### src/blimp_macros.svh
// Width and depth parameters for the execute back end
// ROB depth and in-flight limit both follow from the sequence width
// Multiplier depth must be at least 1

`ifndef BLIMP_MACROS_SVH
`define BLIMP_MACROS_SVH

// Sequence tag, 8 tags in flight
`define BLIMP_SEQ_BITS   3

`define BLIMP_DATA_BITS  32   // Operand and result word
`define BLIMP_REG_BITS   5    // Architectural register address

// Register stages in the multiplier pipe
`define BLIMP_MUL_STAGES 4

`endif

### src/blimp_pkg.sv
// Shared types for the execute back end
// Widths come from the macro header, op encoding fits in 3 bits

`include "blimp_macros.svh"

package blimp_pkg;

  //--------------------------------------------------------------------------
  // Vector types
  //--------------------------------------------------------------------------

  typedef logic [`BLIMP_SEQ_BITS-1:0]  seq_num_t;   // ROB slot tag
  typedef logic [`BLIMP_DATA_BITS-1:0] data_t;      // Operand or result
  typedef logic [`BLIMP_REG_BITS-1:0]  reg_addr_t;  // Destination reg

  //--------------------------------------------------------------------------
  // Operations
  //--------------------------------------------------------------------------

  // OP_MUL goes to the multiplier, all others to the ALU
  typedef enum logic [2:0] {
    OP_ADD,
    OP_SUB,
    OP_AND,
    OP_OR,
    OP_XOR,
    OP_MUL
  } op_t;

endpackage

### src/d_x_intf.sv
// Issue to execute channel, one instance per pipe
// No ready, every pipe takes one item each cycle

`timescale 1ns/100ps

interface d_x_intf
  import blimp_pkg::*;
();

  logic      val;    // One-cycle valid
  seq_num_t  seq;    // Program order tag
  op_t       op;
  data_t     op1;    // Operands already read
  data_t     op2;
  reg_addr_t waddr;  // Destination reg, 0 means no write

  // Issue side drives everything
  modport issue (
    output val, seq, op, op1, op2, waddr
  );

  modport execute (
    input val, seq, op, op1, op2, waddr
  );

endinterface

### src/x_w_intf.sv
// Execute to writeback channel, one instance per pipe
// No ready, each tag owns its own ROB slot

`timescale 1ns/100ps

interface x_w_intf
  import blimp_pkg::*;
();

  logic      val;    // Result valid this cycle
  seq_num_t  seq;    // Selects ROB slot
  reg_addr_t waddr;
  data_t     wdata;  // Result word

  modport execute (
    output val, seq, waddr, wdata
  );

  // ROB side
  modport writeback (
    input val, seq, waddr, wdata
  );

endinterface

### src/alu_unit.sv
// Single-cycle ALU pipe, add sub and or xor
// Result is registered, valid one cycle after the input

`timescale 1ns/100ps

module alu_unit
  import blimp_pkg::*;
(
  input  logic     clk,
  input  logic     rst,
  d_x_intf.execute d,
  x_w_intf.execute w
);

  data_t result;

  always_comb begin
    case (d.op)
      OP_ADD:  result = d.op1 + d.op2;  // 32-bit wrap
      OP_SUB:  result = d.op1 - d.op2;
      OP_AND:  result = d.op1 & d.op2;
      OP_OR:   result = d.op1 | d.op2;
      OP_XOR:  result = d.op1 ^ d.op2;
      default: result = '0;  // Mul never steered here
    endcase
  end

  always_ff @(posedge clk) begin
    if (rst) w.val <= 1'b0;
    else     w.val <= d.val;
  end

  // Payload follows val
  always_ff @(posedge clk) begin
    w.seq   <= d.seq;
    w.waddr <= d.waddr;
    w.wdata <= result;
  end

endmodule

### src/blimp_exec_top.sv
// Execute back end top level, plain val/rdy input and commit trace out
// Commit trace has no ready, the consumer must take every pulse
// Commit pulses also release in-flight slots in the issue unit

`timescale 1ns/100ps

module blimp_exec_top
  import blimp_pkg::*;
(
  input  logic      clk,
  input  logic      rst,

  // Instruction input
  input  logic      in_val,
  output logic      in_rdy,
  input  op_t       in_op,
  input  data_t     in_op1,
  input  data_t     in_op2,
  input  reg_addr_t in_waddr,

  // Commit trace
  output logic      commit_val,
  output seq_num_t  commit_seq,
  output reg_addr_t commit_waddr,
  output data_t     commit_wdata,
  output logic      commit_wen
);

  //--------------------------------------------------------------------------
  // Pipe channels
  //--------------------------------------------------------------------------

  d_x_intf d_x_alu ();
  d_x_intf d_x_mul ();
  x_w_intf x_w_alu ();
  x_w_intf x_w_mul ();

  //--------------------------------------------------------------------------
  // Units
  //--------------------------------------------------------------------------

  issue_unit u_issue (
    .clk        (clk),
    .rst        (rst),
    .in_val     (in_val),
    .in_rdy     (in_rdy),
    .in_op      (in_op),
    .in_op1     (in_op1),
    .in_op2     (in_op2),
    .in_waddr   (in_waddr),
    .commit_val (commit_val),  // Frees in-flight count
    .alu        (d_x_alu),
    .mul        (d_x_mul)
  );

  alu_unit u_alu (.clk(clk), .rst(rst), .d(d_x_alu), .w(x_w_alu));
  mul_unit u_mul (.clk(clk), .rst(rst), .d(d_x_mul), .w(x_w_mul));

  writeback_commit u_wcu (
    .clk          (clk),
    .rst          (rst),
    .alu          (x_w_alu),
    .mul          (x_w_mul),
    .commit_val   (commit_val),
    .commit_seq   (commit_seq),
    .commit_waddr (commit_waddr),
    .commit_wdata (commit_wdata),
    .commit_wen   (commit_wen)
  );

endmodule

### src/issue_unit.sv
// Accepts one instruction per cycle and tags it in program order
// in_rdy drops only when all 8 tags are in flight
// Outputs are registered and valid for one cycle on the chosen pipe

`timescale 1ns/100ps

`include "blimp_macros.svh"

module issue_unit
  import blimp_pkg::*;
(
  input  logic      clk,
  input  logic      rst,
  input  logic      in_val,
  output logic      in_rdy,
  input  op_t       in_op,
  input  data_t     in_op1,
  input  data_t     in_op2,
  input  reg_addr_t in_waddr,
  input  logic      commit_val,  // One pulse per retired tag
  d_x_intf.issue    alu,
  d_x_intf.issue    mul
);

  // Full count needs one bit more than the tag
  localparam logic [`BLIMP_SEQ_BITS:0] max_in_flight = {1'b1, {`BLIMP_SEQ_BITS{1'b0}}};

  seq_num_t                seq_q;        // Next tag to hand out
  logic [`BLIMP_SEQ_BITS:0] in_flight_q;  // Accepted but not yet committed
  logic                    accept;
  logic                    is_mul;

  assign in_rdy = (in_flight_q != max_in_flight);
  assign accept = in_val && in_rdy;
  assign is_mul = (in_op == OP_MUL);

  //--------------------------------------------------------------------------
  // Tag and in-flight tracking
  //--------------------------------------------------------------------------

  always_ff @(posedge clk) begin
    if (rst) begin
      seq_q       <= '0;
      in_flight_q <= '0;
    end else begin
      if (accept) seq_q <= seq_q + 1'b1;  // Wraps mod 8
      case ({accept, commit_val})
        2'b10:   in_flight_q <= in_flight_q + 1'b1;
        2'b01:   in_flight_q <= in_flight_q - 1'b1;
        default: ;  // Both or neither leaves it unchanged
      endcase
    end
  end

  //--------------------------------------------------------------------------
  // Steering to ALU or multiplier
  //--------------------------------------------------------------------------

  always_ff @(posedge clk) begin
    if (rst) begin
      alu.val <= 1'b0;
      mul.val <= 1'b0;
    end else begin
      alu.val <= accept && !is_mul;
      mul.val <= accept && is_mul;
    end
  end

  // Payload only loads into the selected pipe
  always_ff @(posedge clk) begin
    if (accept && !is_mul) begin
      alu.seq   <= seq_q;
      alu.op    <= in_op;
      alu.op1   <= in_op1;
      alu.op2   <= in_op2;
      alu.waddr <= in_waddr;
    end
    if (accept && is_mul) begin
      mul.seq   <= seq_q;
      mul.op    <= in_op;
      mul.op1   <= in_op1;
      mul.op2   <= in_op2;
      mul.waddr <= in_waddr;
    end
  end

endmodule

### src/mul_unit.sv
// Pipelined 32x32 multiplier that returns only the low product word
// Product is formed into stage 0 and carried down the stages
// Accepts one item per cycle with up to BLIMP_MUL_STAGES in flight

`timescale 1ns/100ps

`include "blimp_macros.svh"

module mul_unit
  import blimp_pkg::*;
(
  input  logic     clk,
  input  logic     rst,
  d_x_intf.execute d,
  x_w_intf.execute w
);

  localparam int stages = `BLIMP_MUL_STAGES;

  logic      s_val   [stages];
  seq_num_t  s_seq   [stages];
  reg_addr_t s_waddr [stages];
  data_t     s_prod  [stages];
  data_t     product;

  // Low word is the same for signed and unsigned operands
  assign product = d.op1 * d.op2;

  //--------------------------------------------------------------------------
  // Stage shift
  //--------------------------------------------------------------------------

  always_ff @(posedge clk) begin
    if (rst) begin
      for (int i = 0; i < stages; i++) begin
        s_val[i] <= 1'b0;
      end
    end else begin
      s_val[0] <= d.val;
      for (int i = 1; i < stages; i++) begin
        s_val[i] <= s_val[i-1];
      end
    end
  end

  always_ff @(posedge clk) begin
    s_seq[0]   <= d.seq;
    s_waddr[0] <= d.waddr;
    s_prod[0]  <= product;
    for (int i = 1; i < stages; i++) begin
      s_seq[i]   <= s_seq[i-1];
      s_waddr[i] <= s_waddr[i-1];
      s_prod[i]  <= s_prod[i-1];
    end
  end

  // Last stage feeds writeback
  assign w.val   = s_val[stages-1];
  assign w.seq   = s_seq[stages-1];
  assign w.waddr = s_waddr[stages-1];
  assign w.wdata = s_prod[stages-1];

endmodule

### src/writeback_commit.sv
// Reorder buffer with one slot per sequence tag
// Both pipes may write different slots in the same cycle
// Retires at most one entry per cycle and strictly in tag order
// Commit outputs are registered and need no acknowledge

`timescale 1ns/100ps

`include "blimp_macros.svh"

module writeback_commit
  import blimp_pkg::*;
(
  input  logic       clk,
  input  logic       rst,
  x_w_intf.writeback alu,
  x_w_intf.writeback mul,
  output logic       commit_val,
  output seq_num_t   commit_seq,
  output reg_addr_t  commit_waddr,
  output data_t      commit_wdata,
  output logic       commit_wen
);

  localparam int num_slots = 1 << `BLIMP_SEQ_BITS;

  logic      done_q  [num_slots];  // Result present
  reg_addr_t waddr_q [num_slots];
  data_t     wdata_q [num_slots];
  seq_num_t  head_q;               // Oldest uncommitted tag
  logic      head_done;

  assign head_done = done_q[head_q];

  //--------------------------------------------------------------------------
  // Slot state and head pointer
  //--------------------------------------------------------------------------

  always_ff @(posedge clk) begin
    if (rst) begin
      head_q <= '0;
      for (int i = 0; i < num_slots; i++) begin
        done_q[i] <= 1'b0;
      end
    end else begin
      if (head_done) begin
        done_q[head_q] <= 1'b0;      // Free slot for tag reuse
        head_q         <= head_q + 1'b1;
      end
      if (alu.val) done_q[alu.seq] <= 1'b1;
      if (mul.val) done_q[mul.seq] <= 1'b1;
    end
  end

  // Result capture into the slot chosen by tag
  always_ff @(posedge clk) begin
    if (alu.val) begin
      waddr_q[alu.seq] <= alu.waddr;
      wdata_q[alu.seq] <= alu.wdata;
    end
    if (mul.val) begin
      waddr_q[mul.seq] <= mul.waddr;
      wdata_q[mul.seq] <= mul.wdata;
    end
  end

  //--------------------------------------------------------------------------
  // Commit trace
  //--------------------------------------------------------------------------

  always_ff @(posedge clk) begin
    if (rst) commit_val <= 1'b0;
    else     commit_val <= head_done;  // One-cycle pulse per entry
  end

  always_ff @(posedge clk) begin
    commit_seq   <= head_q;
    commit_waddr <= waddr_q[head_q];
    commit_wdata <= wdata_q[head_q];
    commit_wen   <= (waddr_q[head_q] != '0);  // x0 is never written
  end

endmodule

### config.mk
export PLATFORM = sky130hd
export DESIGN_NAME = blimp_exec_top
export DESIGN_NICKNAME = d
export VERILOG_FILES = /design/src/blimp_pkg.sv /design/src/d_x_intf.sv /design/src/x_w_intf.sv /design/src/alu_unit.sv /design/src/blimp_exec_top.sv /design/src/issue_unit.sv /design/src/mul_unit.sv /design/src/writeback_commit.sv
export VERILOG_INCLUDE_DIRS = /design/src /design/src/src
export SDC_FILE = /design/constraint.sdc
export NUM_CORES = 2
export LEC_CHECK = 0
export ABC_AREA = 1
export BUFFER_PORTS_ARGS = -buffer_cell sky130_fd_sc_hd__buf_4
export CAP_MARGIN = 20
export CORE_AREA = 2 2 338 340
export CTS_BUF_LIST = sky130_fd_sc_hd__clkbuf_2
export DETAILED_ROUTE_END_ITERATION = 8
export DIE_AREA = 0 0 340 342
export PLACE_DENSITY = 0.66
export REMOVE_ABC_BUFFERS = 1
export SYNTH_ARGS = -nofsm -noshare
export SYNTH_HDL_FRONTEND = slang
export SYNTH_HIERARCHICAL = 1
export SYNTH_SLANG_ARGS = --single-unit
### constraint.sdc
create_clock -name clk -period 7.43 [get_ports clk]
set_input_delay 0.3715 -clock clk [delete_from_list [all_inputs] [get_ports clk]]
set_output_delay 0.3715 -clock clk [all_outputs]
set_load 0.05 [all_outputs]
==> metrics <==
Resized Gates After CTS 0; post-cts hold buffer count 156; Die Wd 340 um; slowest CP cell edfxtp_1; NumNets Final 6,242; detailed-route via count 36,200; worst-path cell chain buf_4, nand2_1, inv_1, fa_1, fa_1, fa_1, inv_1, fa_1, inv_1, fa_1, fa_1, fa_1, fa_1, ha_1, nand2_1, nor2_1, inv_1, nor3_1, nand4_1, nand2_1, a21oi_1, xnor2_1; Die H 342 um; met2 Use GR 38.1%; initial antenna violation count 11; Crit path max-delay family adder cells; Routed WL 134,000 um; leak pwr 25.8 nW; Root Buffer Master clkbuf_2; Port Buffers 117; setup bufs post-CTS 0; crit end category flip-flop; routed len/inst 18.6 um; Mean Syn Cell Area 8.89 um2; endpoints failing setup 0; Final ANT Viol Nets 0; drt via density 5.03; WS Path Type reg -> reg; total track usage 23.0%; htree depth 4; vias in the first global route 36,200; Layout Skew 0.210 ns; crit path launch type flip-flop; Critical path buffers and inverters 5; first-pass GRT wire length 205,000 um; Cell Rows 124; initial drt markers 3,391; gpl congestion 0.960; met1 usage 29.4%; FMAX 141 MHz; worst-path fanout max 14; fill cell count 10,700; Clock Pin Slew Worst Setup and Hold Paths 0.12 ns; Max Cap Viol 0; VDD IR max 0.546 mV; core box area 0.113 mm2; Syn. warnings 6; Crit path top cell by count fa_1; Critical Path RT 8.75 ns; Post-Synthesis Cells 5,261; layout cell share with drive strength beyond 1 9.94%; GRT busiest layer met2; fin. max-slew vios 0; crit path time final 7.09 ns; PwrDens 368 mW/mm2; CP peak stage delay 0.72 ns; Final Hold Fails 0; Pre-Repair DR Iteration Count 6; Detail Placement HPWL 94,300 um; total CTS buffers 177; die area 0.116 mm2; flop2flop setup slack 0.34 ns; DRC 0; total power draw 19.2 mW; met3 Track Usage GR 5.21%; Worst EP arrival 8.41 ns; # IOs 118; Max Buffers Root-to-Sink 3; setup TNS 0 ns; result of the run completed; worst slew pin tran 1.07 ns; Clock Latency Late Sink 1.49 ns; Syn Std Cell Area 0.0468 mm2; grt ovf 0; area delta synth->final 11.7%; largest net degree at the start of global routing 76; CTS tree done; Slew headroom 28.5%; worst hold-check path type in -> reg; Starting Density 41.4%; clk sinks 713; RSZ-0062 raised after global routing no; crit share post-route 95.4%
flip-flops by register name, indices dropped and copies added, names as in the netlist, 4 cells and up, named ones only:
signal and flops:
u_wcu/wdata_q 256, u_mul/s_prod 128, u_wcu/waddr_q 40, u_alu/w.wdata 32, u_issue/alu.op1 32, u_issue/alu.op2 32
u_issue/mul.op1 32, u_issue/mul.op2 32, u_wcu/commit_wdata 32, u_mul/s_waddr 20, u_mul/s_seq 12, u_wcu/done_q 8
u_alu/w.waddr 5, u_issue/alu.waddr 5, u_issue/mul.waddr 5, u_wcu/commit_waddr 5, u_issue/in_flight_q 4, u_mul/s_val 4
through the flow:
stage                     setup WS (ns)  cells  util, %  cell area [um2]  hold slack [ns]
after floorplan                    1.21   5019        -            45600            0.310
after global placement            0.387   6710     43.3            48900            0.311
after detailed placement          0.314   6710     43.3            48900            0.312
after CTS                         0.410   7195     46.2            52200          0.00101
after global routing              0.123   7198     46.2            52200           0.0776
final                             0.341   7201     46.2            52200            0.242
where the power goes:
group	leakage, nW	internal [mW]	switching (mW)
combinational	18.1	4.08	6.80
sequential	6.34	5.07	0.507
clock	1.30	1.08	1.70
total	25.8	10.2	9.01
worst paths after layout:
check | start | end | cells past startpoint
max | u_issue/mul.op2[6]$_DFFE_PP_ | u_mul/s_prod[0][26]$_DFF_P_ | 22
min | in_waddr[1] | u_issue/alu.waddr[1]$_DFFE_PP_ | 3
max reg2reg | u_issue/mul.op2[6]$_DFFE_PP_ | u_mul/s_prod[0][26]$_DFF_P_ | 22
min reg2reg | u_mul/s_waddr[1][1]$_DFF_P_ | u_mul/s_waddr[2][1]$_DFF_P_ | 0
final cells by class:
cell class | instances | area (um2) | area share, %
inverter | 1055 | 3960 | 7.58
sequential | 713 | 18700 | 35.8
timing repair buffer | 336 | 2950 | 5.65
antenna | 5 | 12.5 | 0.0239
clock inverter | 61 | 389 | 0.745
tap | 1512 | 1890 | 3.62
clock buffer | 268 | 1340 | 2.57
multi-input combinational | 3251 | 23000 | 44.0
per-layer routing:
metal  wire length [um]  part of all wire, %  vias up
met5                 65                0.049        -
met2              62500                   47     1581
met4               4560                  3.4       10
met1              54600                   41    17400
li1                   -                    -    16900
met3              11900                  8.9      326
layout by cell type (no fill, tap or decap), types with 119 or more instances in the layout:
cell	instances
clkbuf_2	268
nand2_1	1509
ha_1	224
dlygate4sd3_1	156
nand3_1	119
inv_1	1025
buf_4	177
fa_1	409
edfxtp_1	443
o21ai_0	271
dfxtp_1	270
nor2_1	189
worst reg2reg max path, stage by stage, from the launching register on:
cell and delay [ns]:
edfxtp_1 0.72, buf_4 0.32, nand2_1 0.08, inv_1 0.08
fa_1 0.46, fa_1 0.50, fa_1 0.58, inv_1 0.07
fa_1 0.48, inv_1 0.06, fa_1 0.49, fa_1 0.57
fa_1 0.43, fa_1 0.44, ha_1 0.36, nand2_1 0.11
nor2_1 0.11, inv_1 0.06, nor3_1 0.47, nand4_1 0.19
nand2_1 0.20, a21oi_1 0.11, xnor2_1 0.14
(Power assumes the default switching activity.)
